### src/i2c_pkg.sv
package i2c_pkg;

    ////////////////////////////////////////
    // data widths
    ////////////////////////////////////////

    typedef logic [7:0] data_t;       // one bus or register byte
    typedef logic [6:0] dev_addr_t;   // 7-bit slave address
    typedef logic [7:0] word_addr_t;  // offset inside the eeprom
    typedef logic [2:0] reg_addr_t;   // wishbone register index

    ////////////////////////////////////////
    // register map
    ////////////////////////////////////////

    localparam reg_addr_t reg_dev_addr  = 3'd0;
    localparam reg_addr_t reg_word_addr = 3'd1;
    localparam reg_addr_t reg_wdata     = 3'd2;
    localparam reg_addr_t reg_ctrl      = 3'd3;
    localparam reg_addr_t reg_status    = 3'd4;
    localparam reg_addr_t reg_rdata     = 3'd5;

    // control register bits
    localparam int ctrl_go_bit   = 0;  // write 1 to launch
    localparam int ctrl_read_bit = 1;  // 1 = random read, 0 = byte write

    // status register bits
    localparam int status_busy_bit  = 0;
    localparam int status_done_bit  = 1;  // sticky
    localparam int status_error_bit = 2;  // sticky, slave nacked

    ////////////////////////////////////////
    // bit engine commands
    ////////////////////////////////////////

    // start doubles as repeated start when scl is already low
    typedef enum logic [1:0] {
        cmd_start,
        cmd_stop,
        cmd_write,  // 8 bits out, ack sampled on the 9th
        cmd_read    // 8 bits in, nack driven on the 9th
    } bit_cmd_t;

endpackage

### src/i2c_regs.sv
module i2c_regs (
    input  logic                   clk,
    input  logic                   reset,
    input  logic                   wb_cyc,
    input  logic                   wb_stb,
    input  logic                   wb_we,
    input  i2c_pkg::reg_addr_t     wb_adr,
    input  i2c_pkg::data_t         wb_dat_w,
    output i2c_pkg::data_t         wb_dat_r,
    output logic                   wb_ack,
    output logic                   go,
    output logic                   is_read,
    output i2c_pkg::dev_addr_t     dev_addr,
    output i2c_pkg::word_addr_t    word_addr,
    output i2c_pkg::data_t         wdata,
    input  logic                   xfer_done,
    input  logic                   xfer_error,
    input  i2c_pkg::data_t         rdata
);

    logic           busy;
    logic           done;
    logic           error;
    i2c_pkg::data_t rdata_q;   // last byte from a random read
    logic           wr;        // write accepted in the ack cycle
    logic           cfg_wr;    // settings are frozen while busy

    assign wr     = wb_ack & wb_we;
    assign cfg_wr = wr & ~busy;

    // control state
    always_ff @(posedge clk or posedge reset) begin
        if (reset) begin
            wb_ack  <= 1'b0;
            go      <= 1'b0;
            is_read <= 1'b0;
            busy    <= 1'b0;
            done    <= 1'b0;
            error   <= 1'b0;
            rdata_q <= '0;
        end else begin
            wb_ack <= wb_cyc & wb_stb & ~wb_ack;  // one-cycle ack, gap before the next
            go     <= cfg_wr && (wb_adr == i2c_pkg::reg_ctrl) && wb_dat_w[i2c_pkg::ctrl_go_bit];
            if (cfg_wr && wb_adr == i2c_pkg::reg_ctrl)
                is_read <= wb_dat_w[i2c_pkg::ctrl_read_bit];
            if (go) begin
                busy  <= 1'b1;
                done  <= 1'b0;   // next start clears the sticky flags
                error <= 1'b0;
            end else if (xfer_done || xfer_error) begin
                busy  <= 1'b0;
                done  <= xfer_done;
                error <= xfer_error;
            end
            if (xfer_done && is_read)
                rdata_q <= rdata;
        end
    end

    // transaction settings
    always_ff @(posedge clk) begin
        if (cfg_wr && wb_adr == i2c_pkg::reg_dev_addr)  dev_addr  <= wb_dat_w[6:0];
        if (cfg_wr && wb_adr == i2c_pkg::reg_word_addr) word_addr <= wb_dat_w;
        if (cfg_wr && wb_adr == i2c_pkg::reg_wdata)     wdata     <= wb_dat_w;
    end

    // read-back, valid while ack is high
    always_comb begin
        wb_dat_r = '0;
        case (wb_adr)
            i2c_pkg::reg_dev_addr:  wb_dat_r = {1'b0, dev_addr};
            i2c_pkg::reg_word_addr: wb_dat_r = word_addr;
            i2c_pkg::reg_wdata:     wb_dat_r = wdata;
            i2c_pkg::reg_ctrl:      wb_dat_r[i2c_pkg::ctrl_read_bit] = is_read;
            i2c_pkg::reg_status: begin
                wb_dat_r[i2c_pkg::status_busy_bit]  = busy;
                wb_dat_r[i2c_pkg::status_done_bit]  = done;
                wb_dat_r[i2c_pkg::status_error_bit] = error;
            end
            i2c_pkg::reg_rdata:     wb_dat_r = rdata_q;
            default:                wb_dat_r = '0;
        endcase
    end

    ack_single: assert property (@(posedge clk) disable iff (reset) wb_ack |=> !wb_ack);
    go_idle:    assert property (@(posedge clk) disable iff (reset) go |-> !busy);

endmodule

### src/i2c_bit_engine.sv
module i2c_bit_engine #(
    parameter int clk_div = 4   // clk cycles per quarter scl period
) (
    input  logic              clk,
    input  logic              reset,
    input  logic              cmd_valid,
    input  i2c_pkg::bit_cmd_t cmd,
    input  i2c_pkg::data_t    tx_byte,
    output logic              cmd_done,
    output logic              nack,
    output i2c_pkg::data_t    rx_byte,
    input  logic              sda_in,
    input  logic              scl_in,
    output logic              scl_oe,
    output logic              sda_oe
);

    localparam int cnt_w = $clog2(clk_div);

    typedef enum logic [1:0] {
        ph_idle,
        ph_start,
        ph_stop,
        ph_bit
    } phase_t;

    phase_t         phase;
    logic [cnt_w-1:0] qcnt;     // cycles within a quarter
    logic [1:0]     q;          // quarter within a bit or condition
    logic [3:0]     bit_cnt;    // 0..7 data, 8 = acknowledge
    logic           rd_mode;
    i2c_pkg::data_t tx_sr;
    logic           tick;
    logic           accept;
    logic           sample;
    logic           shift;
    logic           scl_nxt;
    logic           sda_nxt;

    assign tick   = (qcnt == cnt_w'(clk_div - 1));
    assign accept = (phase == ph_idle) && cmd_valid;
    assign sample = (phase == ph_bit) && tick && (q == 2'd2);  // middle of scl high
    assign shift  = (phase == ph_bit) && tick && (q == 2'd3);

    ////////////////////////////////////////
    // line levels per quarter
    ////////////////////////////////////////

    always_comb begin
        scl_nxt = scl_oe;   // idle holds the bus as it was left
        sda_nxt = sda_oe;
        case (phase)
            ph_start: begin
                scl_nxt = (q == 2'd0);          // low first so a restart is clean
                sda_nxt = (q >= 2'd2);          // sda falls with scl high
            end
            ph_stop: begin
                scl_nxt = (q <= 2'd1);
                if (q != 2'd0)
                    sda_nxt = (q != 2'd3);      // sda rises with scl high
            end
            ph_bit: begin
                scl_nxt = (q <= 2'd1);
                if (q != 2'd0)                  // change sda one quarter after scl fell
                    sda_nxt = !rd_mode && (bit_cnt != 4'd8) && !tx_sr[7];
            end
            default: ;
        endcase
    end

    ////////////////////////////////////////
    // sequencing
    ////////////////////////////////////////

    always_ff @(posedge clk or posedge reset) begin
        if (reset) begin
            phase    <= ph_idle;
            qcnt     <= '0;
            q        <= 2'd0;
            bit_cnt  <= 4'd0;
            rd_mode  <= 1'b0;
            cmd_done <= 1'b0;
            nack     <= 1'b0;
            scl_oe   <= 1'b0;
            sda_oe   <= 1'b0;
        end else begin
            cmd_done <= 1'b0;
            scl_oe   <= scl_nxt;
            sda_oe   <= sda_nxt;
            if (accept) begin
                qcnt    <= '0;
                q       <= 2'd0;
                bit_cnt <= 4'd0;
                rd_mode <= (cmd == i2c_pkg::cmd_read);
                case (cmd)
                    i2c_pkg::cmd_start: phase <= ph_start;
                    i2c_pkg::cmd_stop:  phase <= ph_stop;
                    default:            phase <= ph_bit;
                endcase
            end else if (phase != ph_idle) begin
                qcnt <= tick ? '0 : qcnt + 1'b1;
                if (tick)
                    q <= q + 2'd1;
                if (sample && bit_cnt == 4'd8 && !rd_mode)
                    nack <= sda_in;             // high = no slave ack
                if (tick && q == 2'd3) begin
                    if (phase == ph_bit && bit_cnt != 4'd8) begin
                        bit_cnt <= bit_cnt + 4'd1;
                    end else begin
                        phase    <= ph_idle;
                        cmd_done <= 1'b1;
                    end
                end
            end
        end
    end

    // data shift registers
    always_ff @(posedge clk) begin
        if (accept)
            tx_sr <= tx_byte;
        else if (shift)
            tx_sr <= {tx_sr[6:0], 1'b0};        // msb first
        if (sample && rd_mode && bit_cnt != 4'd8)
            rx_byte <= {rx_byte[6:0], sda_in};
    end

    // sda moves only under a low scl, except for start and stop conditions
    sda_stable: assert property (@(posedge clk) disable iff (reset)
        $changed(sda_oe) && !(phase inside {ph_start, ph_stop}) |-> scl_oe && $past(scl_oe));

    // nothing else may release scl while the master holds it low
    scl_held: assert property (@(posedge clk) disable iff (reset) scl_oe |-> !scl_in);

endmodule

### src/i2c_sequencer.sv
module i2c_sequencer (
    input  logic                clk,
    input  logic                reset,
    input  logic                go,
    input  logic                is_read,
    input  i2c_pkg::dev_addr_t  dev_addr,
    input  i2c_pkg::word_addr_t word_addr,
    input  i2c_pkg::data_t      wdata,
    output logic                xfer_done,
    output logic                xfer_error,
    output i2c_pkg::data_t      rdata,
    output logic                cmd_valid,
    output i2c_pkg::bit_cmd_t   cmd,
    output i2c_pkg::data_t      tx_byte,
    input  logic                cmd_done,
    input  logic                nack,
    input  i2c_pkg::data_t      rx_byte
);

    typedef enum logic [3:0] {
        st_idle,
        st_start,
        st_dev_w,     // device address, write bit
        st_word,
        st_data,
        st_restart,
        st_dev_r,     // device address, read bit
        st_read,
        st_stop
    } state_t;

    state_t state;
    state_t state_nxt;
    logic   err;           // a slave nacked somewhere in this transaction
    logic   outstanding;   // command issued, cmd_done not yet seen
    logic   wr_state;

    assign wr_state = state inside {st_dev_w, st_word, st_data, st_dev_r};

    always_comb begin
        state_nxt = state;
        case (state)
            st_idle:    if (go) state_nxt = st_start;
            st_start:   if (cmd_done) state_nxt = st_dev_w;
            st_dev_w:   if (cmd_done) state_nxt = nack ? st_stop : st_word;
            st_word: begin
                if (cmd_done)
                    state_nxt = nack ? st_stop : (is_read ? st_restart : st_data);
            end
            st_data:    if (cmd_done) state_nxt = st_stop;
            st_restart: if (cmd_done) state_nxt = st_dev_r;
            st_dev_r:   if (cmd_done) state_nxt = nack ? st_stop : st_read;
            st_read:    if (cmd_done) state_nxt = st_stop;
            st_stop:    if (cmd_done) state_nxt = st_idle;
            default:    state_nxt = st_idle;
        endcase
    end

    always_ff @(posedge clk or posedge reset) begin
        if (reset) begin
            state       <= st_idle;
            cmd_valid   <= 1'b0;
            cmd         <= i2c_pkg::cmd_start;
            err         <= 1'b0;
            outstanding <= 1'b0;
            xfer_done   <= 1'b0;
            xfer_error  <= 1'b0;
        end else begin
            state      <= state_nxt;
            xfer_done  <= 1'b0;
            xfer_error <= 1'b0;
            // every state entered, except idle, issues exactly one command
            cmd_valid  <= (state_nxt != state) && (state_nxt != st_idle);
            case (state_nxt)
                st_start, st_restart: cmd <= i2c_pkg::cmd_start;
                st_stop:              cmd <= i2c_pkg::cmd_stop;
                st_read:              cmd <= i2c_pkg::cmd_read;
                default:              cmd <= i2c_pkg::cmd_write;
            endcase
            if (cmd_valid)
                outstanding <= 1'b1;
            else if (cmd_done)
                outstanding <= 1'b0;
            if (go)
                err <= 1'b0;
            else if (cmd_done && nack && wr_state)
                err <= 1'b1;
            if (state == st_stop && cmd_done) begin
                xfer_done  <= !err;
                xfer_error <= err;
            end
        end
    end

    // outgoing bytes and the captured read byte
    always_ff @(posedge clk) begin
        case (state_nxt)
            st_dev_w: tx_byte <= {dev_addr, 1'b0};
            st_word:  tx_byte <= word_addr;
            st_data:  tx_byte <= wdata;
            st_dev_r: tx_byte <= {dev_addr, 1'b1};
            default:  ;
        endcase
        if (state == st_read && cmd_done)
            rdata <= rx_byte;
    end

    one_cmd: assert property (@(posedge clk) disable iff (reset) cmd_valid |-> !outstanding);

endmodule

### src/i2c_master_top.sv
module i2c_master_top #(
    parameter int clk_div = 4
) (
    input  logic               clk,
    input  logic               reset,
    input  logic               wb_cyc,
    input  logic               wb_stb,
    input  logic               wb_we,
    input  i2c_pkg::reg_addr_t wb_adr,
    input  i2c_pkg::data_t     wb_dat_w,
    output i2c_pkg::data_t     wb_dat_r,
    output logic               wb_ack,
    input  logic               scl_in,
    input  logic               sda_in,
    output logic               scl_oe,
    output logic               sda_oe
);

    // register block to sequencer
    logic                go;
    logic                is_read;
    i2c_pkg::dev_addr_t  dev_addr;
    i2c_pkg::word_addr_t word_addr;
    i2c_pkg::data_t      wdata;
    logic                xfer_done;
    logic                xfer_error;
    i2c_pkg::data_t      rdata;

    // sequencer to bit engine
    logic                cmd_valid;
    i2c_pkg::bit_cmd_t   cmd;
    i2c_pkg::data_t      tx_byte;
    logic                cmd_done;
    logic                nack;
    i2c_pkg::data_t      rx_byte;

    i2c_regs u_regs (
        .clk(clk), .reset(reset),
        .wb_cyc(wb_cyc), .wb_stb(wb_stb), .wb_we(wb_we), .wb_adr(wb_adr),
        .wb_dat_w(wb_dat_w), .wb_dat_r(wb_dat_r), .wb_ack(wb_ack),
        .go(go), .is_read(is_read), .dev_addr(dev_addr), .word_addr(word_addr),
        .wdata(wdata), .xfer_done(xfer_done), .xfer_error(xfer_error), .rdata(rdata)
    );

    i2c_sequencer u_seq (
        .clk(clk), .reset(reset),
        .go(go), .is_read(is_read), .dev_addr(dev_addr), .word_addr(word_addr),
        .wdata(wdata), .xfer_done(xfer_done), .xfer_error(xfer_error), .rdata(rdata),
        .cmd_valid(cmd_valid), .cmd(cmd), .tx_byte(tx_byte),
        .cmd_done(cmd_done), .nack(nack), .rx_byte(rx_byte)
    );

    i2c_bit_engine #(.clk_div(clk_div)) u_engine (
        .clk(clk), .reset(reset),
        .cmd_valid(cmd_valid), .cmd(cmd), .tx_byte(tx_byte),
        .cmd_done(cmd_done), .nack(nack), .rx_byte(rx_byte),
        .sda_in(sda_in), .scl_in(scl_in), .scl_oe(scl_oe), .sda_oe(sda_oe)
    );

endmodule

### config.mk
export PLATFORM = sky130hd
export DESIGN_NAME = i2c_master_top
export DESIGN_NICKNAME = d
export VERILOG_FILES = /design/src/i2c_pkg.sv /design/src/i2c_regs.sv /design/src/i2c_bit_engine.sv /design/src/i2c_sequencer.sv /design/src/i2c_master_top.sv
export SDC_FILE = /design/constraint.sdc
export NUM_CORES = 1
export LEC_CHECK = 0
export ABC_AREA = 1
export BUFFER_PORTS_ARGS = -buffer_cell sky130_fd_sc_hd__buf_2
export CORE_MARGIN = 4
export CORE_UTILIZATION = 41
export DETAILED_ROUTE_END_ITERATION = 16
export GPL_ROUTABILITY_DRIVEN = 1
export PLACE_DENSITY = 0.58
export SKIP_CTS_REPAIR_TIMING = 1
export SLEW_MARGIN = 20
export SYNTH_ARGS = -nofsm -noshare
export SYNTH_HDL_FRONTEND = slang
export SYNTH_SLANG_ARGS = --single-unit
### constraint.sdc
create_clock -name clk -period 2.3 [get_ports clk]
set_input_delay 0.46 -clock clk [delete_from_list [all_inputs] [get_ports clk]]
set_output_delay 0.46 -clock clk [all_outputs]
set_load 0.1 [all_outputs]
# == After elaboration in Yosys (flattened, before gate mapping) ==
# Cells that the tools add are included.
# op_classes
eq_ne,36
n_shift,0
n_bitwise,7
add_sub_neg,3
mux,54
multipliers,0
n_reduce_logical,54
n_div,0
magnitude_cmp,2
# ops
operator,n
$mux W4,15
$eq A4 B3 Y1 const B,8
$pmux W4 S8,1
$pmux W8 S4,1
$logic_and A1 B1 Y1,23
$mux W2,10
$pmux W5 S4,1
$reduce_bool A2 Y1,10
$mux W1,17
$eq A4 B2 Y1 const B,4
$mux W8,2
$eq A2 B2 Y1 const B,6
$eq A4 B4 Y1 const B,3
$reduce_and A3 Y1,4
$reduce_bool A4 Y1,3
$pmux W1 S5,2
$eq A4 B1 Y1 const B,2
$eq A3 B2 Y1 const B,2
$eq A3 B3 Y1 const B,2
$logic_not A2 Y1,3
$pmux W1 S6,1
$pmux W2 S3,1
$reduce_or A2 Y1,3
$add A2 B1 Y2 const B,2
20 further kinds,30
# totals
ramBits,0
wordCells,185
n_memories,0
latchBits,0
mem_bits_ro,0
ff_bits,94

# == Depth between registers and ports, before layout ==
# Gate-level depths: netlist of the first run.
# logic_depth
word_depth,7
ltp_mapped,13
ltp_nobuf,11

# == Cells and area by module ==
# A second synthesis of the first run with hierarchy kept.
# unflattened
hier_cells,463
area_unflattened_um2,4589.4
# modules_own_cells
mod,n_inst,area_each_um2,cells_each,seq_area_each_um2
i2c_regs,1,1624.1,144,1041.0
i2c_bit_engine,1,1486.4,159,855.8
i2c_sequencer,1,1478.9,160,730.7

# == Worst setup path before layout of the first run ==
# OpenSTA, ideal clock, no wires.
# synth_path
path_type,input to output
startpoint,input wb_adr[2]
endpoint,output wb_dat_r[7]
arrival_time_ps,2935
n_path_buf,0
cell_stages,3
t_required_ps,1840
path_slack_ps,-1095
cell_sequence,nor3_1 > inv_1 > o21ai_0
# synth_between
elab_chain_len,2
elab_cells_between_ends,5
cone_classes,3 x eq/ne; 1 x mux; 1 x reduce/logical
# synth_lines
item,line,source
"start, declared",i2c_master_top.sv:9,"input i2c_pkg::reg_addr_t wb_adr,"
"$eq A3 B3 Y1, or another cell as far along",i2c_regs.sv:70,case (wb_adr)
$pmux W5 S4 (*),i2c_regs.sv:70,
"end, declared",i2c_master_top.sv:11,"output i2c_pkg::data_t wb_dat_r,"
# Every way passes the cells marked *; elsewhere a longest branch is shown, timed or not.

# == Final worst setup path of the first run ==
# layout_path
startpoint,input wb_adr[0]
endpoint,output wb_dat_r[2]
# layout_between
elab_chain_len,2
elab_cells_between_ends,6
cone_classes,4 x eq/ne; 1 x mux; 1 x reduce/logical
# layout_lines
item,line
"$eq A3 B3 Y1, or another cell as far along",i2c_regs.sv:70
$pmux W1 S5 (*),i2c_regs.sv:70
# Marked as above.

==> flow_summary.toml, run 1 <==
[outcome]
status = "finished clean"

[sta]
finalSetupViolCount = 0
slew_headroom_pct = 66.1
post-route-period-util_pct = 94.3
drv_slew = 0
fin_worst_skew_ns = 0.0122
rsz0062_at_grt = "false"
worst_slew_pin_slew_ns = 0.509
period_minus_slack_ns = 2.17
setup_tns_ns = 0
hold_viol = 0
timing.fmax_mhz = 461

[clock_network]
clock_latency_ns = 0.36
cts_buffer_depth = 2
root_buffer = "clkbuf_8"
cts_buffers = 9
cts_tree = "built"
htree_levels = 3
clkSlewWorstSetupHoldPaths_ns = 0.08
cts_num_sinks = 94

[yosys]
ys.warnings.count = 0
yosysTopAreaCell = "edfxtp_1"
yosys_register_bits = 94
synth.distinct_cells = 37
synth_cells = 443
syn_avg_cell_area_um2 = 9.99
yosysSeqAreaShare_pct = 59.4
synth_area_leaders = "edfxtp_1 (37%), dfrtp_1 (22%), nand2_1 (9.1%)"
synth_nets = 468
syn-cell-area_um2 = 4420
yosysTopAreaCellShare_pct = 37.3

[grt]
antenna_found_initial = 0
grt-ovfl-total = 0
track_usage_pct = 15.0
grt_pass1_wl_um = 14900
grt_max_degree = 40
grt_pass1_vias = 3035

[drt]
vias = 3093
wirelength_um = 8960
first_pass_iters = 4
vias_per_cell = 4.93
routedWlPerCell_um = 14.3
drc_errors = 0
ant_nets = 0
first_iter_violations = 210

[power]
p_per_area_nw_per_um2 = 804
p_leak_nw = 2.31
p_total_mw = 4.14
ir_drop_mv = 0.584

[finish]
nFillCells = 970
diodes = 0
seq_area_um2 = 2630
layout_commonest_cell = "nand2_1"
multi_input_area_um2 = 1570
instances_no_fill = 628
post-route-util_pct = 49.4
nNetsFinal = 512
final_cell_mix = "nand2_1 (107), edfxtp_1 (55), inv_1 (50)"
synthToLayoutAreaGrowth_pct = 16.3
drive_gt1_share_pct = 21.7

[floorplan]
io_pins = 29
start_util_pct = 42.5
die-area_um2 = 12500
fp.dieH_um = 112
rows = 37
fp.dieW_um = 112
core_um2 = 10400

[critical_path]
endpoint_kind = "output pin"
cp_data_arrival_time_ns = 1.71
worst-path-max-fanout = 8
worstPathRequired_ns = 1.84
startpoint_type = "primary input"
criticalPathCategory = "primary input to output pin"

[run]
max_cap_viol_count = 0

[placed_design]
io_buffers = 27
dpl.hpwl_um = 6660
gp_congestion = 0.904
placedCellCount = 611

[hold_path]
hold_class = "primary input to asynchronous set/reset pin"
[final cells by class]
class	count	area share [%]
multi-input combinational	285	30.5
inverter	57	4.16
sequential	94	51.1
tap	136	3.31
clock inverter	4	0.681
timing repair buffer	40	6.86
clock buffer	12	3.45
[layer usage]
| layer | global-route usage, % | part of all wire, % | vias to the layer above |
|---|---|---|---|
| li1 | - | - | 1568 |
| met1 | 20.3 | 48 | 1458 |
| met2 | 23.9 | 47 | 54 |
| met3 | 3.48 | 3.4 | 13 |
| met4 | 5.03 | 1.6 | 0 |
| met5 | 0 | 0 | - |
[cell usage after synthesis, drive strengths merged]
cell and instances:
a21oi 14, nor2 52, o22ai 3, o21ai 20, inv 57, nand2 119
nor3 6, o311ai 1, a22oi 2, buf 6, clkbuf 1, nand3b 1
nand4 13, ha 7, nor4 1, edfxtp 55, o21a 1, a22o 1
mux2 7, o2111ai 4, nand3 31, dfrtp 39, o221ai 1, o31ai 1
[sequential cells by signal, summed over array words and instances (netlist names), 2 cells and up]
signal            cells
u_engine.q            2
u_engine.bit_cnt      4
u_seq.tx_byte         8
u_regs.word_addr      8
u_engine.phase        2
u_engine.tx_sr        8
u_seq.state           4
u_regs.rdata_q        8
u_engine.rx_byte      8
u_engine.qcnt         2
u_seq.cmd             2
u_seq.rdata           8
u_regs.dev_addr       7
u_regs.wdata          8
[final timing paths]
path                       slack, ns  depth (start not counted)                   startpoint                               to
min                             0.21                          3                        reset  u_engine.bit_cnt[1]$_DFFE_PP0P_
min in group clk                0.28                          1                  wb_dat_w[7]    u_regs.word_addr[7]$_DFFE_PP_
max                             0.13                          8                    wb_adr[0]                      wb_dat_r[2]
max in group asynchronous       1.73                          3                        reset          u_regs.busy$_DFFE_PP0P_
min reg2reg                     0.43                          1        u_seq.err$_DFFE_PP0P_        u_seq.xfer_done$_DFF_PP0_
max reg2reg                     0.32                          9  u_engine.cmd_done$_DFF_PP0_       u_seq.tx_byte[4]$_DFFE_PP_
[through the flow]
stage	setup WS [ns]	area (um2)	hold WS, ns
floorplan	-0.520	4460	0.400
global placement	0.0845	4920	0.406
detailed placement	0.0992	4920	0.417
CTS	0.0874	5130	0.210
global route	0.0270	5140	0.254
finish	0.130	5140	0.209
[cells by family (layout without fill, tap and decap cells)]
logic type	count (synthesis)	count (layout)	synth area share (%)
simple gates	223	223	24.2
mux	7	7	1.78
buf+inv	64	113	6.08
compound gates	48	48	6.59
fa+ha+maj	7	7	1.98
flops	94	94	59.4
[report_power, final]
group | switching, mW | internal (mW)
Sequential | 0.123 | 1.93
Clock | 0.588 | 0.535
Combinational | 0.661 | 0.301
Total | 1.37 | 2.77
[critical path, cell delays in order]
cell	delay, ns
buf_2	0.13
inv_1	0.11
nor3_2	0.07
inv_1	0.23
o21ai_0	0.12
a21oi_1	0.24
o221ai_4	0.16
buf_12	0.19
Note: power is estimated with default switching activity, not from simulation.
==> run 2: changes to the inputs <==
==> constraint.sdc (replaced) <==
create_clock -name clk -period 2 [get_ports clk]
set_input_delay 0.4 -clock clk [delete_from_list [all_inputs] [get_ports clk]]
set_output_delay 0.4 -clock clk [all_outputs]
set_load 0.1 [all_outputs]
==> flow_summary.toml, run 2 (same netlist as run 1, synthesis figures left out) <==
[sta]
finalSetupViolCount = 0
drv_slew = 0
rsz0062_at_grt = "false"
hold-worst-slack_ns = 0.129
period_minus_slack_ns = 1.90
timing.fmax_mhz = 525
slew_headroom_pct = 66.2
post-route-period-util_pct = 95.2
fin_worst_skew_ns = 0.0126
timing.final.ws_setup_ns = 0.0955
setup_tns_ns = 0
hold_viol = 0
worst_slew_pin_slew_ns = 0.508

[clock_network]
clock_latency_ns = 0.37
root_buffer = "clkbuf_8"
cts_tree = "built"
cts_buffer_depth = 2
htree_levels = 3
cts_buffers = 9
cts_num_sinks = 94
clkSlewWorstSetupHoldPaths_ns = 0.10

[critical_path]
path_common_cell = "nand2_4"
crit_chain = "buf_4 -> nand2_2 -> nor2_2 -> nand2_4 -> nand2_2 -> nor2_2 -> nand2_4 -> nand2_4 -> buf_4 -> nand4_1 -> nand2_1"
cp-startpoint = "u_seq.state[2]$_DFF_PP0_"
ff2ff_path_depth = 11
endpoint_kind = "register"
worstPathRequired_ns = 2.10
r2r-start = "u_seq.state[2]$_DFF_PP0_"
slowest_stage = "dfrtp_2"
crit_path_end = "u_seq.tx_byte[3]$_DFFE_PP_"
worst-path-max-fanout = 10
max_stage_delay_ns = 0.49
cp.buffers_inverters = 2
cp_data_arrival_time_ns = 2.01
criticalPathCategory = "register to register"
path_delay_family = "simple AND/OR/NAND/NOR gates"
reg2reg_to = "u_seq.tx_byte[3]$_DFFE_PP_"
startpoint_type = "register"
r2r_slack_ns = 0.1
path_depth = 11

[power]
p_leak_nw = 2.36
p_per_area_nw_per_um2 = 908
p_total_mw = 4.79
ir_drop_mv = 0.684

[hold_path]
hold_class = "primary input to asynchronous set/reset pin"

[finish]
nNetsFinal = 521
post-route-util_pct = 50.7
instances_no_fill = 637
synthToLayoutAreaGrowth_pct = 19.3
layout_commonest_cell = "nand2_1"
diodes = 0
drive_gt1_share_pct = 26.9
nFillCells = 1001
seq_area_um2 = 2630
final_cell_mix = "nand2_1 (107), edfxtp_1 (55), inv_1 (46)"
multi_input_area_um2 = 1630
fin_area_um2 = 5280

[grt]
track_usage_pct = 15.8
met3_usage_pct = 3.21
antenna_found_initial = 0
grt_max_degree = 40
grtUsageMet1_pct = 21.1
grt_pass1_wl_um = 15800
grt_pass1_vias = 3159
grt.met2_usage_pct = 26.3
gr-max-usage-layer = "met2"
grt-ovfl-total = 0

[drt]
first_pass_iters = 4
ant_nets = 0
vias = 3205
routedWlPerCell_um = 14.6
drc_errors = 0
vias_per_cell = 5.03
wirelength_um = 9310
first_iter_violations = 174

[placed_design]
placedCellCount = 618
io_buffers = 27
place_area_um2 = 5030
gp_congestion = 0.879
dp_slack_ns = -0.0231
dpl.hpwl_um = 6990

[floorplan]
fp.dieH_um = 112
fp.dieW_um = 112
core_um2 = 10400
die-area_um2 = 12500
rows = 37
start_util_pct = 42.5
io_pins = 29

[run]
max_cap_viol_count = 0

[outcome]
status = "finished clean"
==> run 2: metal layers <==
layer / share of wire (%) / wire, um
met1: 45 / 4160
met2: 50 / 4630
met3: 4.4 / 407
met4: 1.3 / 118
met5: 0 / 0
==> run 2: worst min path at each step <==
| stage | to | slack, ns |
|---|---|---|
| 6_report | u_engine.q[0]$_DFFE_PP0P_ | 0.13 |
| 5_1_grt | u_regs.wdata[7]$_DFFE_PP_ | 0.19 |
| 4_1_cts | u_regs.rdata_q[3]$_DFFE_PP0P_ | 0.15 |
| 3_5_place_dp | u_seq.xfer_done$_DFF_PP0_ | 0.42 |
| 3_3_place_gp | u_seq.rdata[7]$_DFFE_PP_ | 0.41 |
| 2_1_floorplan | u_seq.rdata[7]$_DFFE_PP_ | 0.40 |
==> run 2: cell type report <==
type | instances | area share [%]
Clock buffer | 9 | 2.35
Clock inverter | 7 | 1.35
Inverter | 57 | 4.12
Multi-Input combinational cell | 285 | 30.9
Sequential cell | 94 | 49.9
Tap cell | 136 | 3.22
Timing Repair Buffer | 49 | 8.20
==> run 2: worst register-to-register path, cell delays in order (launching register included) <==
cell and delay, ns:
dfrtp_2 0.49, buf_4 0.15, nand2_2 0.06, nor2_2 0.15, nand2_4 0.09, nand2_2 0.06
nor2_2 0.05, nand2_4 0.18, nand2_4 0.07, buf_4 0.16, nand4_1 0.07, nand2_1 0.10
==> run 2: power breakdown <==
part	switching [mW]	internal, mW
sequential	0.132	2.22
combinational	0.805	0.409
clock	0.737	0.492
total	1.67	3.12
==> run 3: changes to the inputs <==
--- a/config.mk
+++ b/config.mk
@@ -5,7 +5,6 @@
 export SDC_FILE = /design/constraint.sdc
 export NUM_CORES = 1
 export LEC_CHECK = 0
-export ABC_AREA = 1
 export BUFFER_PORTS_ARGS = -buffer_cell sky130_fd_sc_hd__buf_2
 export CORE_MARGIN = 4
 export CORE_UTILIZATION = 41
==> flow_summary.toml, run 3 <==
[floorplan]
start_util_pct = 42.3
io_pins = 29
core_um2 = 9820
fp.dieW_um = 109
die-area_um2 = 11800
fp.dieH_um = 109
rows = 36

[sta]
timing.final.ws_setup_ns = -0.0660
post-route-period-util_pct = 103
slew_headroom_pct = 56.9
fin_worst_skew_ns = 0.0174
hold-worst-slack_ns = 0.144
setup_tns_ns = -0.241
worst_slew_pin_slew_ns = 0.638
rsz0062_at_grt = "true"
period_minus_slack_ns = 2.07
hold_viol = 0
timing.fmax_mhz = 484
drv_slew = 0
finalSetupViolCount = 7

[critical_path]
max_stage_delay_ns = 0.43
startpoint_type = "register"
worstPathRequired_ns = 2.10
cp_data_arrival_time_ns = 2.16
slowest_stage = "dfrtp_1"
crit_chain = "buf_12 -> a21oi_1 -> o21ai_0 -> a211oi_4 -> buf_12 -> nor3b_1 -> a221o_1"
endpoint_kind = "register"
path_common_cell = "buf_12"
criticalPathCategory = "register to register"
worst-path-max-fanout = 13

[yosys]
yosysTopAreaCellShare_pct = 39.8
synth_ff_type = "edfxtp_1"
syn_avg_cell_area_um2 = 12.7
synth.distinct_cells = 50
syn-cell-area_um2 = 4150
synthArstFlopShare_pct = 41.5
yosysTopAreaCell = "edfxtp_1"
yosysSeqAreaShare_pct = 63.3
synth_commonest_cells = "edfxtp_1 (55), dfrtp_1 (39), nand2_1 (39), nor2_1 (28), inv_1 (13)"
ys.warnings.count = 0
synth_edf_count = 55
synth_cells = 326
synth_area_leaders = "edfxtp_1 (40%), dfrtp_1 (24%), nand2_1 (3.5%)"
yosys_register_bits = 94
synth_nets = 351
synth_most_common_cell = "edfxtp_1"

[drt]
wirelength_um = 8270
ant_nets = 0
vias = 2696
first_iter_violations = 181
first_pass_iters = 4
routedWlPerCell_um = 15.7
drc_errors = 0
vias_per_cell = 5.14

[finish]
instances_no_fill = 525
nFillCells = 925
final_cell_mix = "edfxtp_1 (55), nand2_1 (39), dfrtp_1 (37)"
synthToLayoutAreaGrowth_pct = 22.8
diodes = 0
nNetsFinal = 412
fin_area_um2 = 5100
drive_gt1_share_pct = 28.8
layout_commonest_cell = "edfxtp_1"

[grt]
antenna_found_initial = 0
grt.met2_usage_pct = 23.4
grt_pass1_vias = 2678
gr-max-usage-layer = "met2"
met3_usage_pct = 3.16
track_usage_pct = 15.3
grt-ovfl-total = 0
grtUsageMet1_pct = 21.9
grt_max_degree = 40
grt_pass1_wl_um = 13900

[power]
ir_drop_mv = 0.512
p_per_area_nw_per_um2 = 850
p_leak_nw = 2.07

[clock_network]
htree_levels = 3
cts_num_sinks = 94
cts_buffers = 9
root_buffer = "clkbuf_8"
cts_buffer_depth = 2
clock_latency_ns = 0.36
cts_tree = "built"
clkSlewWorstSetupHoldPaths_ns = 0.10

[outcome]
status = "finished, violations left"
violations = "setup timing"

[run]
max_cap_viol_count = 0

[placed_design]
dpl.hpwl_um = 5900
place_area_um2 = 4860
placedCellCount = 507
gp_congestion = 0.840
dp_slack_ns = -0.0702
io_buffers = 27

[hold_path]
hold_class = "primary input to asynchronous set/reset pin"
[run 3: cell types whose count changed after synthesis, sizes merged, moves of 6 or more]
cell / before / now
a221o: 0 / 7
a22oi: 2 / 8
clkbuf: 1 / 7
inv: 57 / 13
mux2i: 0 / 7
nand2: 119 / 39
nand3: 31 / 5
nand4: 13 / 3
nor2: 52 / 28
nor2b: 0 / 6
nor3b: 0 / 12
o21ai: 20 / 12
[run 3: cells by family (layout without fill, tap and decap cells)]
kind of cell               Yosys count  in the layout  synth area share, %
muxes                               20             20                 5.49
AOI/OAI and AO/OA                   55             55                 9.71
and+or+nand+nor                    120            120                 15.4
xor gates and xnor gates             3              3                0.633
DFF                                 94             94                 63.3
buffers and inverters               27             93                 3.35
adders and majority gates            7              7                 2.11
[run 3: critical path: cells and delay by family (launching register included)]
kind / cells / cell delay (ns)
flops: 1 / 0.43
buf+inv: 2 / 0.32
compound gates: 4 / 1.02
simple gates: 1 / 0.05
[run 3: path summary, 6_finish.rpt]
| kind | from | end | slack, ns | depth (start not counted) |
|---|---|---|---|---|
| hold reg to reg | u_engine.rx_byte[7]$_DFFE_PP_ | u_seq.rdata[7]$_DFFE_PP_ | 0.44 | 0 |
| hold / removal | reset | u_engine.qcnt[1]$_DFFE_PP0P_ | 0.14 | 3 |
| setup / recovery | u_seq.state[1]$_DFF_PP0_ | u_seq.tx_byte[6]$_DFFE_PP_ | -0.07 | 7 |
| setup reg to reg | u_seq.state[1]$_DFF_PP0_ | u_seq.tx_byte[6]$_DFFE_PP_ | -0.07 | 7 |
| max in group asynchronous | reset | u_seq.state[0]$_DFF_PP0_ | 1.46 | 3 |
| min in group clk | wb_dat_w[7] | u_regs.word_addr[7]$_DFFE_PP_ | 0.22 | 1 |
[run 3: where the power goes]
part	switching [mW]	internal (mW)	total [mW]
Combinational	0.491	0.306	0.798
Sequential	0.104	2.15	2.25
Clock	0.665	0.616	1.28
Total	1.26	3.07	4.33
[run 3: through the flow]
step	util, %	total power [mW]
6_report	51.9	4.33
3_3_place_gp	49.5	3.08
5_1_grt	51.9	4.56
2_1_floorplan	-	2.86
4_1_cts	51.6	4.38
3_5_place_dp	49.5	3.09
[run 3: cell type report]
| class | instances | area [um2] | area share [%] |
|---|---|---|---|
| Tap cell | 133 | 166 | 3.27 |
| Sequential cell | 94 | 2630 | 51.6 |
| Inverter | 13 | 48.8 | 0.958 |
| Clock inverter | 5 | 57.6 | 1.13 |
| Timing Repair Buffer | 64 | 583 | 11.4 |
| Clock buffer | 11 | 141 | 2.77 |
| Multi-Input combinational cell | 205 | 1470 | 28.8 |
[run 3: metal layers]
| layer | wire (um) | share of wire, % | vias to the layer above |
|---|---|---|---|
| li1 | - | - | 1313 |
| met1 | 4060 | 49 | 1328 |
| met4 | 92 | 1.1 | 0 |
| met3 | 316 | 3.8 | 8 |
| met5 | 0 | 0 | - |
| met2 | 3800 | 46 | 47 |
